--- config.mk ---
export PLATFORM = sky130hd
export DESIGN_NAME = robotSenseTop
export DESIGN_NICKNAME = d
export VERILOG_FILES = /design/src/hdl/robotSensePkg.sv /design/src/hdl/encoderChannel.sv /design/src/hdl/speedMeter.sv /design/src/hdl/beaconCapture.sv /design/src/hdl/sensorRegs.sv /design/src/hdl/robotSenseTop.sv
export VERILOG_INCLUDE_DIRS = /design/src /design/src/hdl
export SDC_FILE = /design/constraint.sdc
export NUM_CORES = 2
export LEC_CHECK = 0
export ABC_AREA = 1
export ABC_CLOCK_PERIOD_IN_PS = 38700
export BUFFER_PORTS_ARGS = -buffer_cell sky130_fd_sc_hd__clkbuf_2
export CORE_ASPECT_RATIO = 1.1
export CORE_MARGIN = 1
export CORE_UTILIZATION = 60
export DETAILED_ROUTE_END_ITERATION = 12
export GPL_TIMING_DRIVEN = 1
export PLACE_DENSITY = 0.77
export SETUP_SLACK_MARGIN = 0.5
export SYNTH_ARGS = -nofsm -noshare
export SYNTH_HDL_FRONTEND = slang
export SYNTH_SLANG_ARGS = --single-unit
--- constraint.sdc ---
create_clock -name CLOCK_50 -period 38.7 [get_ports CLOCK_50]
set_input_delay 3.87 -clock CLOCK_50 [delete_from_list [all_inputs] [get_ports CLOCK_50]]
set_output_delay 3.87 -clock CLOCK_50 [all_outputs]
set_load 0.05 [all_outputs]
--- src/hdl/robotSense_cfg.svh ---
`ifndef ROBOT_SENSE_CFG_SVH
`define ROBOT_SENSE_CFG_SVH

// ====================
// datapath sizes
// ====================

// register and count width
`define WORD_WIDTH 16

// encoder axes measured
`define AXIS_COUNT 7

// ====================
// timing
// ====================

// clock cycles per window register unit
`define WINDOW_UNIT 100
// window after reset, 500000 cycles
`define WINDOW_DEFAULT 5000
// turret ticks a dropped sign may last
`define HOLD_TICKS 20
// flops on every pin input
`define SYNC_STAGES 2

// direction polarity per axis, bit 0 is propulsion left
// propulsion right and odometry left are mounted mirrored
`define DIR_INVERT_MASK 7'b0000110

`endif

--- src/hdl/robotSensePkg.sv ---
`include "robotSense_cfg.svh"

package robotSensePkg;

	// encoder axes, in speed register order
	typedef enum logic [2:0] {
		AXIS_PROP_LEFT,
		AXIS_PROP_RIGHT,
		AXIS_ODO_LEFT,
		AXIS_ODO_RIGHT,
		AXIS_GRIPPER,
		AXIS_RAKE_LEFT,
		AXIS_RAKE_RIGHT
	} axisIdx_t;

	// host word addresses
	typedef enum logic [3:0] {
		REG_STATUS       = 4'd0,
		REG_SPEED0       = 4'd1,
		REG_SPEED1       = 4'd2,
		REG_SPEED2       = 4'd3,
		REG_SPEED3       = 4'd4,
		REG_SPEED4       = 4'd5,
		REG_SPEED5       = 4'd6,
		REG_SPEED6       = 4'd7,
		REG_BEACON_START = 4'd8,
		REG_BEACON_END   = 4'd9,
		REG_CONFIG       = 4'd10,
		REG_WINDOW       = 4'd11
	} regAddr_t;

	// laser sign reception
	typedef enum logic [1:0] {
		WAIT,
		RECEPTION,
		GLITCH
	} beaconState_t;

	typedef struct packed {
		logic phaseA;
		logic phaseB;
	} encoderPins_t;

	typedef struct packed {
		logic [`WORD_WIDTH-1:0] speed;
		logic                   forward;
	} speedSample_t;

	typedef struct packed {
		logic [`WORD_WIDTH-1:0] startAngle;
		logic [`WORD_WIDTH-1:0] endAngle;
		logic                   turn;
	} beaconResult_t;

	typedef struct packed {
		logic left;
		logic right;
		logic gripper;
		logic rakeLeft;
		logic rakeRight;
	} limitSwitches_t;

	typedef struct packed {
		logic                   strobe;
		regAddr_t               addr;
		logic [`WORD_WIDTH-1:0] data;
	} regWrite_t;

	typedef struct packed {
		logic [1:0]             intEnable;
		logic [1:0]             auxOut;
		logic [`WORD_WIDTH-1:0] windowUnits;
	} robotConfig_t;

endpackage

--- src/hdl/encoderChannel.sv ---
`timescale 1ns/1ps
`include "robotSense_cfg.svh"

module encoderChannel
	import robotSensePkg::*;
(
	input  logic         CLOCK_50,
	input  logic         reset,
	input  encoderPins_t pins,
	input  logic         invert,
	input  logic         windowEnd,
	output speedSample_t speed
);

	encoderPins_t syncPipe [`SYNC_STAGES];
	encoderPins_t lastPins;
	encoderPins_t pinsNow;
	encoderPins_t rise;
	// index 1 counts phase A, index 0 phase B, as in the struct bits
	logic [`WORD_WIDTH-1:0] edgeCount [2];
	logic [`WORD_WIDTH:0]   countSum;

	// ====================
	// pin sync and edges
	// ====================

	assign pinsNow = syncPipe[`SYNC_STAGES-1];
	assign rise = encoderPins_t'(pinsNow & ~lastPins);

	always_ff @(posedge CLOCK_50 or posedge reset) begin
		if (reset) begin
			for (int s = 0; s < `SYNC_STAGES; s++) begin
				syncPipe[s] <= '0;
			end
			lastPins <= '0;
		end else begin
			syncPipe[0] <= pins;
			for (int s = 1; s < `SYNC_STAGES; s++) begin
				syncPipe[s] <= syncPipe[s-1];
			end
			lastPins <= pinsNow;
		end
	end

	// ====================
	// edge counters
	// ====================

	always_ff @(posedge CLOCK_50 or posedge reset) begin
		if (reset) begin
			for (int c = 0; c < 2; c++) begin
				edgeCount[c] <= '0;
			end
		end else begin
			for (int c = 0; c < 2; c++) begin
				// new window starts, an edge on this very cycle is kept
				if (windowEnd)
					edgeCount[c] <= {{(`WORD_WIDTH-1){1'b0}}, rise[c]};
				else if (rise[c] && edgeCount[c] != '1)
					edgeCount[c] <= edgeCount[c] + 1'b1;
			end
		end
	end

	// 17 bit sum, no overflow before halving
	assign countSum = {1'b0, edgeCount[0]} + {1'b0, edgeCount[1]};

	always_ff @(posedge CLOCK_50 or posedge reset) begin
		if (reset) begin
			speed <= '0;
		end else begin
			if (windowEnd)
				speed.speed <= countSum[`WORD_WIDTH:1];
			// quadrature direction from B level at A rise
			if (rise.phaseA)
				speed.forward <= pinsNow.phaseB ^ invert;
		end
	end

	// direction only moves right after a phase A rise
	forwardOnRise: assert property (@(posedge CLOCK_50) disable iff (reset)
		!$past(rise.phaseA) |-> $stable(speed.forward));

endmodule

--- src/hdl/speedMeter.sv ---
`timescale 1ns/1ps
`include "robotSense_cfg.svh"

module speedMeter
	import robotSensePkg::*;
(
	input  logic                                  CLOCK_50,
	input  logic                                  reset,
	input  encoderPins_t [`AXIS_COUNT-1:0]        encoders,
	input  logic         [`WORD_WIDTH-1:0]        windowUnits,
	input  logic                                  windowRestart,
	output speedSample_t [`AXIS_COUNT-1:0]        speeds
);

	localparam logic [`AXIS_COUNT-1:0] invertMask = `DIR_INVERT_MASK;

	logic [`WORD_WIDTH-1:0] unitsEff;
	logic [31:0]            windowLength;
	logic [31:0]            cycleCount;
	logic                   windowEnd;

	// ====================
	// window timer
	// ====================

	// zero units would stall, run as one unit
	assign unitsEff = (windowUnits == '0) ? {{(`WORD_WIDTH-1){1'b0}}, 1'b1} : windowUnits;
	assign windowLength = 32'(unitsEff) * 32'(`WINDOW_UNIT);

	// >= so a shortened window ends at once
	assign windowEnd = (cycleCount >= windowLength - 32'd1);

	always_ff @(posedge CLOCK_50 or posedge reset) begin
		if (reset)
			cycleCount <= '0;
		else if (windowRestart || windowEnd)
			cycleCount <= '0;
		else
			cycleCount <= cycleCount + 32'd1;
	end

	// ====================
	// per axis counting
	// ====================

	for (genvar i = 0; i < `AXIS_COUNT; i++) begin : gAxis
		encoderChannel channel_i (
			.CLOCK_50  (CLOCK_50),
			.reset     (reset),
			.pins      (encoders[i]),
			.invert    (invertMask[i]),
			.windowEnd (windowEnd),
			.speed     (speeds[i])
		);
	end

	// window is at least one unit long
	windowEndSingle: assert property (@(posedge CLOCK_50) disable iff (reset)
		windowEnd |=> !windowEnd);

endmodule

--- src/hdl/beaconCapture.sv ---
`timescale 1ns/1ps
`include "robotSense_cfg.svh"

module beaconCapture
	import robotSensePkg::*;
(
	input  logic          CLOCK_50,
	input  logic          reset,
	input  logic          sign,
	input  logic          sync,
	input  logic          turretTick,
	output beaconResult_t beacon
);

	localparam int holdWidth = $clog2(`HOLD_TICKS + 1);

	// bit 2 sign, bit 1 sync, bit 0 turret tick
	logic [2:0]             syncPipe [`SYNC_STAGES];
	logic [2:0]             inNow;
	logic [1:0]             lastEdge;
	logic                   signNow;
	logic                   syncRise;
	logic                   tickRise;
	logic [`WORD_WIDTH-1:0] angle;
	logic [`WORD_WIDTH-1:0] pendStart;
	logic [`WORD_WIDTH-1:0] pendEnd;
	logic [holdWidth-1:0]   holdCount;
	logic                   holdDone;
	beaconState_t           state;
	beaconState_t           nextState;

	// ====================
	// input sync
	// ====================

	assign inNow = syncPipe[`SYNC_STAGES-1];
	assign signNow = inNow[2];
	assign syncRise = inNow[1] & ~lastEdge[1];
	assign tickRise = inNow[0] & ~lastEdge[0];

	always_ff @(posedge CLOCK_50 or posedge reset) begin
		if (reset) begin
			for (int s = 0; s < `SYNC_STAGES; s++) begin
				syncPipe[s] <= '0;
			end
			lastEdge <= '0;
		end else begin
			syncPipe[0] <= {sign, sync, turretTick};
			for (int s = 1; s < `SYNC_STAGES; s++) begin
				syncPipe[s] <= syncPipe[s-1];
			end
			lastEdge <= inNow[1:0];
		end
	end

	// turret angle, zero at sync
	always_ff @(posedge CLOCK_50 or posedge reset) begin
		if (reset)
			angle <= '0;
		else if (syncRise)
			angle <= '0;
		else if (tickRise)
			angle <= angle + 1'b1;
	end

	// ====================
	// reception fsm
	// ====================

	// last hold tick with sign still low
	assign holdDone = tickRise && (holdCount == holdWidth'(`HOLD_TICKS - 1));

	always_comb begin
		nextState = state;
		case (state)
			WAIT: begin
				if (signNow)
					nextState = RECEPTION;
			end
			RECEPTION: begin
				if (!signNow)
					nextState = GLITCH;
			end
			GLITCH: begin
				// short dropout, same reception
				if (signNow)
					nextState = RECEPTION;
				else if (holdDone)
					nextState = WAIT;
			end
			default: nextState = WAIT;
		endcase
	end

	always_ff @(posedge CLOCK_50 or posedge reset) begin
		if (reset) begin
			state <= WAIT;
			holdCount <= '0;
			beacon <= '0;
		end else begin
			state <= nextState;
			// hold ticks restart on each new fall
			if (state == RECEPTION && nextState == GLITCH)
				holdCount <= '0;
			else if (state == GLITCH && tickRise)
				holdCount <= holdCount + 1'b1;
			// publish on end of reception
			if (state == GLITCH && nextState == WAIT) begin
				beacon.startAngle <= pendStart;
				beacon.endAngle <= pendEnd;
			end
			if (syncRise)
				beacon.turn <= ~beacon.turn;
		end
	end

	// pending angles, published only from GLITCH
	always_ff @(posedge CLOCK_50) begin
		if (state == WAIT && nextState == RECEPTION)
			pendStart <= angle;
		if (state == RECEPTION && nextState == GLITCH)
			pendEnd <= angle;
	end

	stateLegal: assert property (@(posedge CLOCK_50) disable iff (reset)
		state inside {WAIT, RECEPTION, GLITCH});

endmodule

--- src/hdl/sensorRegs.sv ---
`timescale 1ns/1ps
`include "robotSense_cfg.svh"

module sensorRegs
	import robotSensePkg::*;
(
	input  logic                           CLOCK_50,
	input  logic                           reset,
	input  regWrite_t                      regWrite,
	input  regAddr_t                       regReadAddr,
	input  speedSample_t [`AXIS_COUNT-1:0] speeds,
	input  beaconResult_t                  beacon,
	input  limitSwitches_t                 limits,
	input  logic                           startCord,
	input  logic         [1:0]             keys,
	input  logic                           id,
	output logic         [`WORD_WIDTH-1:0] regReadData,
	output robotConfig_t                   robotConfig,
	output logic                           windowRestart,
	output logic                           int1,
	output logic                           int2
);

	// keys 8:7, cord 6, id 5, limit switches 4:0
	logic [8:0]             syncPipe [`SYNC_STAGES];
	logic [8:0]             pinsNow;
	limitSwitches_t         limitsSync;
	logic                   startSync;
	logic                   idSync;
	logic [1:0]             keysSync;
	logic [`WORD_WIDTH-1:0] statusWord;
	logic [`WORD_WIDTH-1:0] readWord;
	axisIdx_t               readAxis;

	always_ff @(posedge CLOCK_50 or posedge reset) begin
		if (reset) begin
			for (int s = 0; s < `SYNC_STAGES; s++) begin
				syncPipe[s] <= '0;
			end
		end else begin
			syncPipe[0] <= {keys, startCord, id, limits};
			for (int s = 1; s < `SYNC_STAGES; s++) begin
				syncPipe[s] <= syncPipe[s-1];
			end
		end
	end

	assign pinsNow = syncPipe[`SYNC_STAGES-1];
	assign limitsSync = limitSwitches_t'(pinsNow[4:0]);
	assign idSync = pinsNow[5];
	assign startSync = pinsNow[6];
	assign keysSync = pinsNow[8:7];

	// ====================
	// config and window
	// ====================

	always_ff @(posedge CLOCK_50 or posedge reset) begin
		if (reset) begin
			robotConfig.intEnable <= '0;
			robotConfig.auxOut <= '0;
			robotConfig.windowUnits <= `WORD_WIDTH'(`WINDOW_DEFAULT);
			windowRestart <= 1'b0;
		end else begin
			windowRestart <= regWrite.strobe && regWrite.addr == REG_WINDOW;
			if (regWrite.strobe && regWrite.addr == REG_CONFIG) begin
				robotConfig.intEnable <= regWrite.data[1:0];
				robotConfig.auxOut <= regWrite.data[5:4];
			end
			if (regWrite.strobe && regWrite.addr == REG_WINDOW)
				robotConfig.windowUnits <= regWrite.data;
		end
	end

	// key interrupts, idle high
	assign int1 = robotConfig.intEnable[0] ? keysSync[0] : 1'b1;
	assign int2 = robotConfig.intEnable[1] ? keysSync[1] : 1'b1;

	// ====================
	// status and reads
	// ====================

	assign statusWord = {
		beacon.turn, 1'b0, startSync,
		limitsSync.rakeRight, limitsSync.rakeLeft, limitsSync.gripper,
		limitsSync.right, limitsSync.left,
		speeds[AXIS_ODO_RIGHT].forward, speeds[AXIS_ODO_LEFT].forward,
		speeds[AXIS_GRIPPER].forward,
		speeds[AXIS_RAKE_RIGHT].forward, speeds[AXIS_RAKE_LEFT].forward,
		speeds[AXIS_PROP_RIGHT].forward, speeds[AXIS_PROP_LEFT].forward,
		idSync
	};

	// speed registers follow axis order from REG_SPEED0
	assign readAxis = axisIdx_t'(regReadAddr - REG_SPEED0);

	always_comb begin
		readWord = '0;
		case (regReadAddr)
			REG_STATUS: readWord = statusWord;
			REG_SPEED0, REG_SPEED1, REG_SPEED2, REG_SPEED3,
			REG_SPEED4, REG_SPEED5, REG_SPEED6: readWord = speeds[readAxis].speed;
			REG_BEACON_START: readWord = beacon.startAngle;
			REG_BEACON_END: readWord = beacon.endAngle;
			REG_CONFIG: readWord = {10'b0, robotConfig.auxOut, 2'b0, robotConfig.intEnable};
			REG_WINDOW: readWord = robotConfig.windowUnits;
			default: readWord = '0;
		endcase
	end

	always_ff @(posedge CLOCK_50 or posedge reset) begin
		if (reset)
			regReadData <= '0;
		else
			regReadData <= readWord;
	end

endmodule

--- src/hdl/robotSenseTop.sv ---
`timescale 1ns/1ps
`include "robotSense_cfg.svh"

module robotSenseTop
	import robotSensePkg::*;
(
	input  logic                           CLOCK_50,
	input  logic                           reset,
	input  encoderPins_t [`AXIS_COUNT-1:0] encoders,
	input  logic                           beaconSign,
	input  logic                           beaconSync,
	input  logic                           turretA,
	input  limitSwitches_t                 limits,
	input  logic                           startCord,
	input  logic         [1:0]             keys,
	input  logic                           id,
	input  regWrite_t                      regWrite,
	input  regAddr_t                       regReadAddr,
	output logic         [`WORD_WIDTH-1:0] regReadData,
	output logic                           int1,
	output logic                           int2,
	output logic         [1:0]             auxOut
);

	speedSample_t [`AXIS_COUNT-1:0] speeds;
	beaconResult_t                  beacon;
	robotConfig_t                   robotConfig;
	logic                           windowRestart;

	// auxiliary pins straight from config
	assign auxOut = robotConfig.auxOut;

	speedMeter speedMeter_i (
		.CLOCK_50      (CLOCK_50),
		.reset         (reset),
		.encoders      (encoders),
		.windowUnits   (robotConfig.windowUnits),
		.windowRestart (windowRestart),
		.speeds        (speeds)
	);

	// turret ticks on encoder phase A
	beaconCapture beaconCapture_i (
		.CLOCK_50   (CLOCK_50),
		.reset      (reset),
		.sign       (beaconSign),
		.sync       (beaconSync),
		.turretTick (turretA),
		.beacon     (beacon)
	);

	sensorRegs sensorRegs_i (
		.CLOCK_50      (CLOCK_50),
		.reset         (reset),
		.regWrite      (regWrite),
		.regReadAddr   (regReadAddr),
		.speeds        (speeds),
		.beacon        (beacon),
		.limits        (limits),
		.startCord     (startCord),
		.keys          (keys),
		.id            (id),
		.regReadData   (regReadData),
		.robotConfig   (robotConfig),
		.windowRestart (windowRestart),
		.int1          (int1),
		.int2          (int2)
	);

endmodule

==> summary.md <==
| Metric | Value |
|---|---|
| Run status | `complete, no violations` |
| Post-CTS Setup Inserts | `0` |
| Clock skew | `0.0647 ns` |
| # IOs | `73` |
| CTS sink count | `568` |
| Relative slew slack | `24.7%` |
| DP Worst Slack | `29.85 ns` |
| Largest net degree at the start of global routing | `176` |
| Hold Path Class | `reg2reg` |
| # resized after CTS | `0` |
| Register area share after synthesis | `41.8%` |
| Final period utilization | `23.1%` |
| Initial drt markers | `2,237` |
| Worst-path fanout max | `88` |
| Worst-Margin Slew | `1.13 ns` |
| Full die area | `58,300 um^2` |
| Mapped Nets | `4,682` |
| Crit path capture type | `register` |
| Port Buffer Count | `72` |
| P&R area growth vs syn | `9.04%` |
| Max-capacitance violation count | `0` |
| Fin area | `37,500 um^2` |
| Cell taking the most area after synthesis | `dfrtp_1` |
| Synth Flop Type | `dfrtp_1` |
| Cells after Synth | `4,398` |
| Hold Vio Cnt, Final | `0` |
| Row cnt | `91` |
| Ys Warns | `0` |
| CP max-delay cell | `buf_4` |
| Total routing usage reported by global routing | `29.1%` |
| Final worst slack | `29.75 ns` |
| Diodes inserted | `0` |
| Post-Syn Area | `34,400 um^2` |
| Reg2Reg Launch Point | `sensorRegs_i.robotConfig[14]` |
| Starting Density | `61.0%` |
| Multi-input logic area | `17,500 um^2` |
| Type of origin of the critical path | `register` |
| CP Launch Point | `sensorRegs_i.robotConfig[14]` |
| Initial antenna violation count | `0` |
| Gpl congestion | `0.938` |
| Core area | `56,400 um^2` |
| PD cells | `52.1 nW/um^2` |
| Pre-antenna DRT Iters | `6` |
| Avg Cell Area, Syn | `7.82 um^2` |
| # nets final | `4,734` |
| Vias after detailed routing | `29,384` |
| WL per Instance | `16.0 um` |
| Post-synth EDFFs | `32` |
| Top post-synthesis cells by count | `1,100 x nand2_1, 531 x dfrtp_1, 525 x inv_1, 465 x nor2_1, 242 x o21ai_0` |
| DP HPWL | `61,000 um` |
| Count of cell types in the netlist | `52` |
| CTS max path bufs | `3` |
| Share of post-route cells with drive strength above 1 | `5.69%` |
| Cell Area, Placed | `35,400 um^2` |
| Setup Viol. Count Final | `0` |
| Worst EP required | `39.26 ns` |
| Slowest cell delay on critical path | `0.81 ns` |
| Fin. max-slew vios | `0` |
| Most common cell on crit path | `nand2_1` |
| Routed WL | `84,100 um` |
| # fillers | `4,725` |
| Asr flop ratio synth | `94.4%` |
| Hold buffer count at CTS | `0` |
| Die Y | `253 um` |
| Vias per cell | `5.60` |
| Total CTS buffers | `59` |
| Crit path arrival time | `9.51 ns` |
| Final min period | `8.95 ns` |
| First-pass GRT wire length | `139,000 um` |
| P_leak | `18.6 nW` |
| TNS Setup | `0 ns` |
| Storage cell area | `14,400 um^2` |
| Synthesis-stage register bit count | `568` |
| Clock slew at reported path FFs | `0.06 ns` |
| Top cell type's share of synthesized area | `38.6%` |
| Skew-Pair Late Insertion Delay | `0.67 ns` |
| CTS H-Tree Depth | `2` |
| F_max | `112 MHz` |
| Area contributors post-synth | `dfrtp_1 39%, nand2_1 12%, ha_1 7.8%` |
| Vias in the first global route | `27,732` |
| Root Driver | `clkbuf_16` |
| RSZ-0062 raised after global routing | `false` |
| Most common cell in the netlist | `nand2_1` |
| Kind of critical path | `reg2reg` |
| Die Width | `230 um` |
| CTS tree | `done` |
| Post-route ant nets | `0` |
| Drc violations | `0` |
| VDD IR-drop max | `36.4 uV` |
| Total global routing overflow | `0` |
| Min-delay src | `speedMeter_i.gAxis[4].channel_i.syncPipe[2]` |
state kept, by name, indices dropped and copies added (netlist names), 5 cells and up:
name	flops
beaconCapture_i.pendStart	16
beaconCapture_i.beacon	33
speedMeter_i.cycleCount	32
speedMeter_i.gAxis.channel_i.pinsNow	14
sensorRegs_i.pinsNow	9
beaconCapture_i.angle	16
sensorRegs_i.regReadData	16
speedMeter_i.gAxis.channel_i.edgeCount	224
sensorRegs_i.syncPipe	9
speedMeter_i.gAxis.channel_i.syncPipe	14
speedMeter_i.gAxis.channel_i.lastPins	14
sensorRegs_i.robotConfig	20
beaconCapture_i.pendEnd	16
speedMeter_i.gAxis.channel_i.speed	119
beaconCapture_i.holdCount	5
per-stage QoR:
step	total power, mW	util, %	hold WS, ns	cells
floorplan	1.19	-	0.331	4398
global placement	1.34	62.8	0.333	5133
detailed placement	1.35	62.8	0.335	5133
CTS	1.96	66.5	0.348	5244
global route	2.09	66.5	0.353	5244
finish	1.95	66.5	0.346	5244
cells in the final DEF, fill, tap and decap left out, types with 126 or more instances in the layout:
| cell type | count |
|---|---|
| xor2_1 | 162 |
| nand3_1 | 239 |
| nor2_1 | 465 |
| a21oi_1 | 225 |
| inv_1 | 524 |
| nor3_1 | 126 |
| dfrtp_1 | 531 |
| o21ai_0 | 242 |
| nand2_1 | 1100 |
| ha_1 | 213 |
layer usage:
metal  GRT usage [%]  wire [um]
met5               0          0
met1            38.4      36100
met3            3.63       4550
met4            10.5       3030
met2            49.4      40400
path summary, 6_finish.rpt:
check                      depth (start not counted)                                          to  slack [ns]
max                                               36   speedMeter_i.gAxis[5].channel_i.speed[14]       29.75
min                                                0  speedMeter_i.gAxis[4].channel_i.pinsNow[0]        0.35
max reg2reg                                       36   speedMeter_i.gAxis[5].channel_i.speed[14]       29.75
min reg2reg                                        0  speedMeter_i.gAxis[4].channel_i.pinsNow[0]        0.35
max in group asynchronous                          4    speedMeter_i.gAxis[3].channel_i.speed[0]       33.11
min in group asynchronous                          2                 speedMeter_i.cycleCount[13]        3.34
final cells by class:
class	instances	share of cell area [%]
Multi-Input combinational cell	3197	46.8
Sequential cell	568	38.4
Inverter	530	5.33
Clock buffer	84	4.57
Tap cell	744	2.48
Timing Repair Buffer	94	1.44
Clock inverter	27	1.05
critical path, delay by kind of cell (launching register included):
family	cells	cell delay (ns)
simple gates	19	3.70
compound gates	2	0.30
flops	1	0.38
buf+inv	9	2.24
fa+ha+maj	6	2.11
power breakdown:
part | leakage [nW] | internal [mW] | switching, mW
Clock | 1.02 | 0.357 | 0.251
Combinational | 10.2 | 0.232 | 0.405
Sequential | 7.43 | 0.647 | 0.0601
logic make-up after synthesis:
group	share of synthesized area, %
mux	0.979
fa+ha+maj	8.80
buf+inv	7.23
flops	41.8
xor+xnor	5.50
compound gates	9.39
simple gates	26.3
Power figures use the tool's default switching activity.
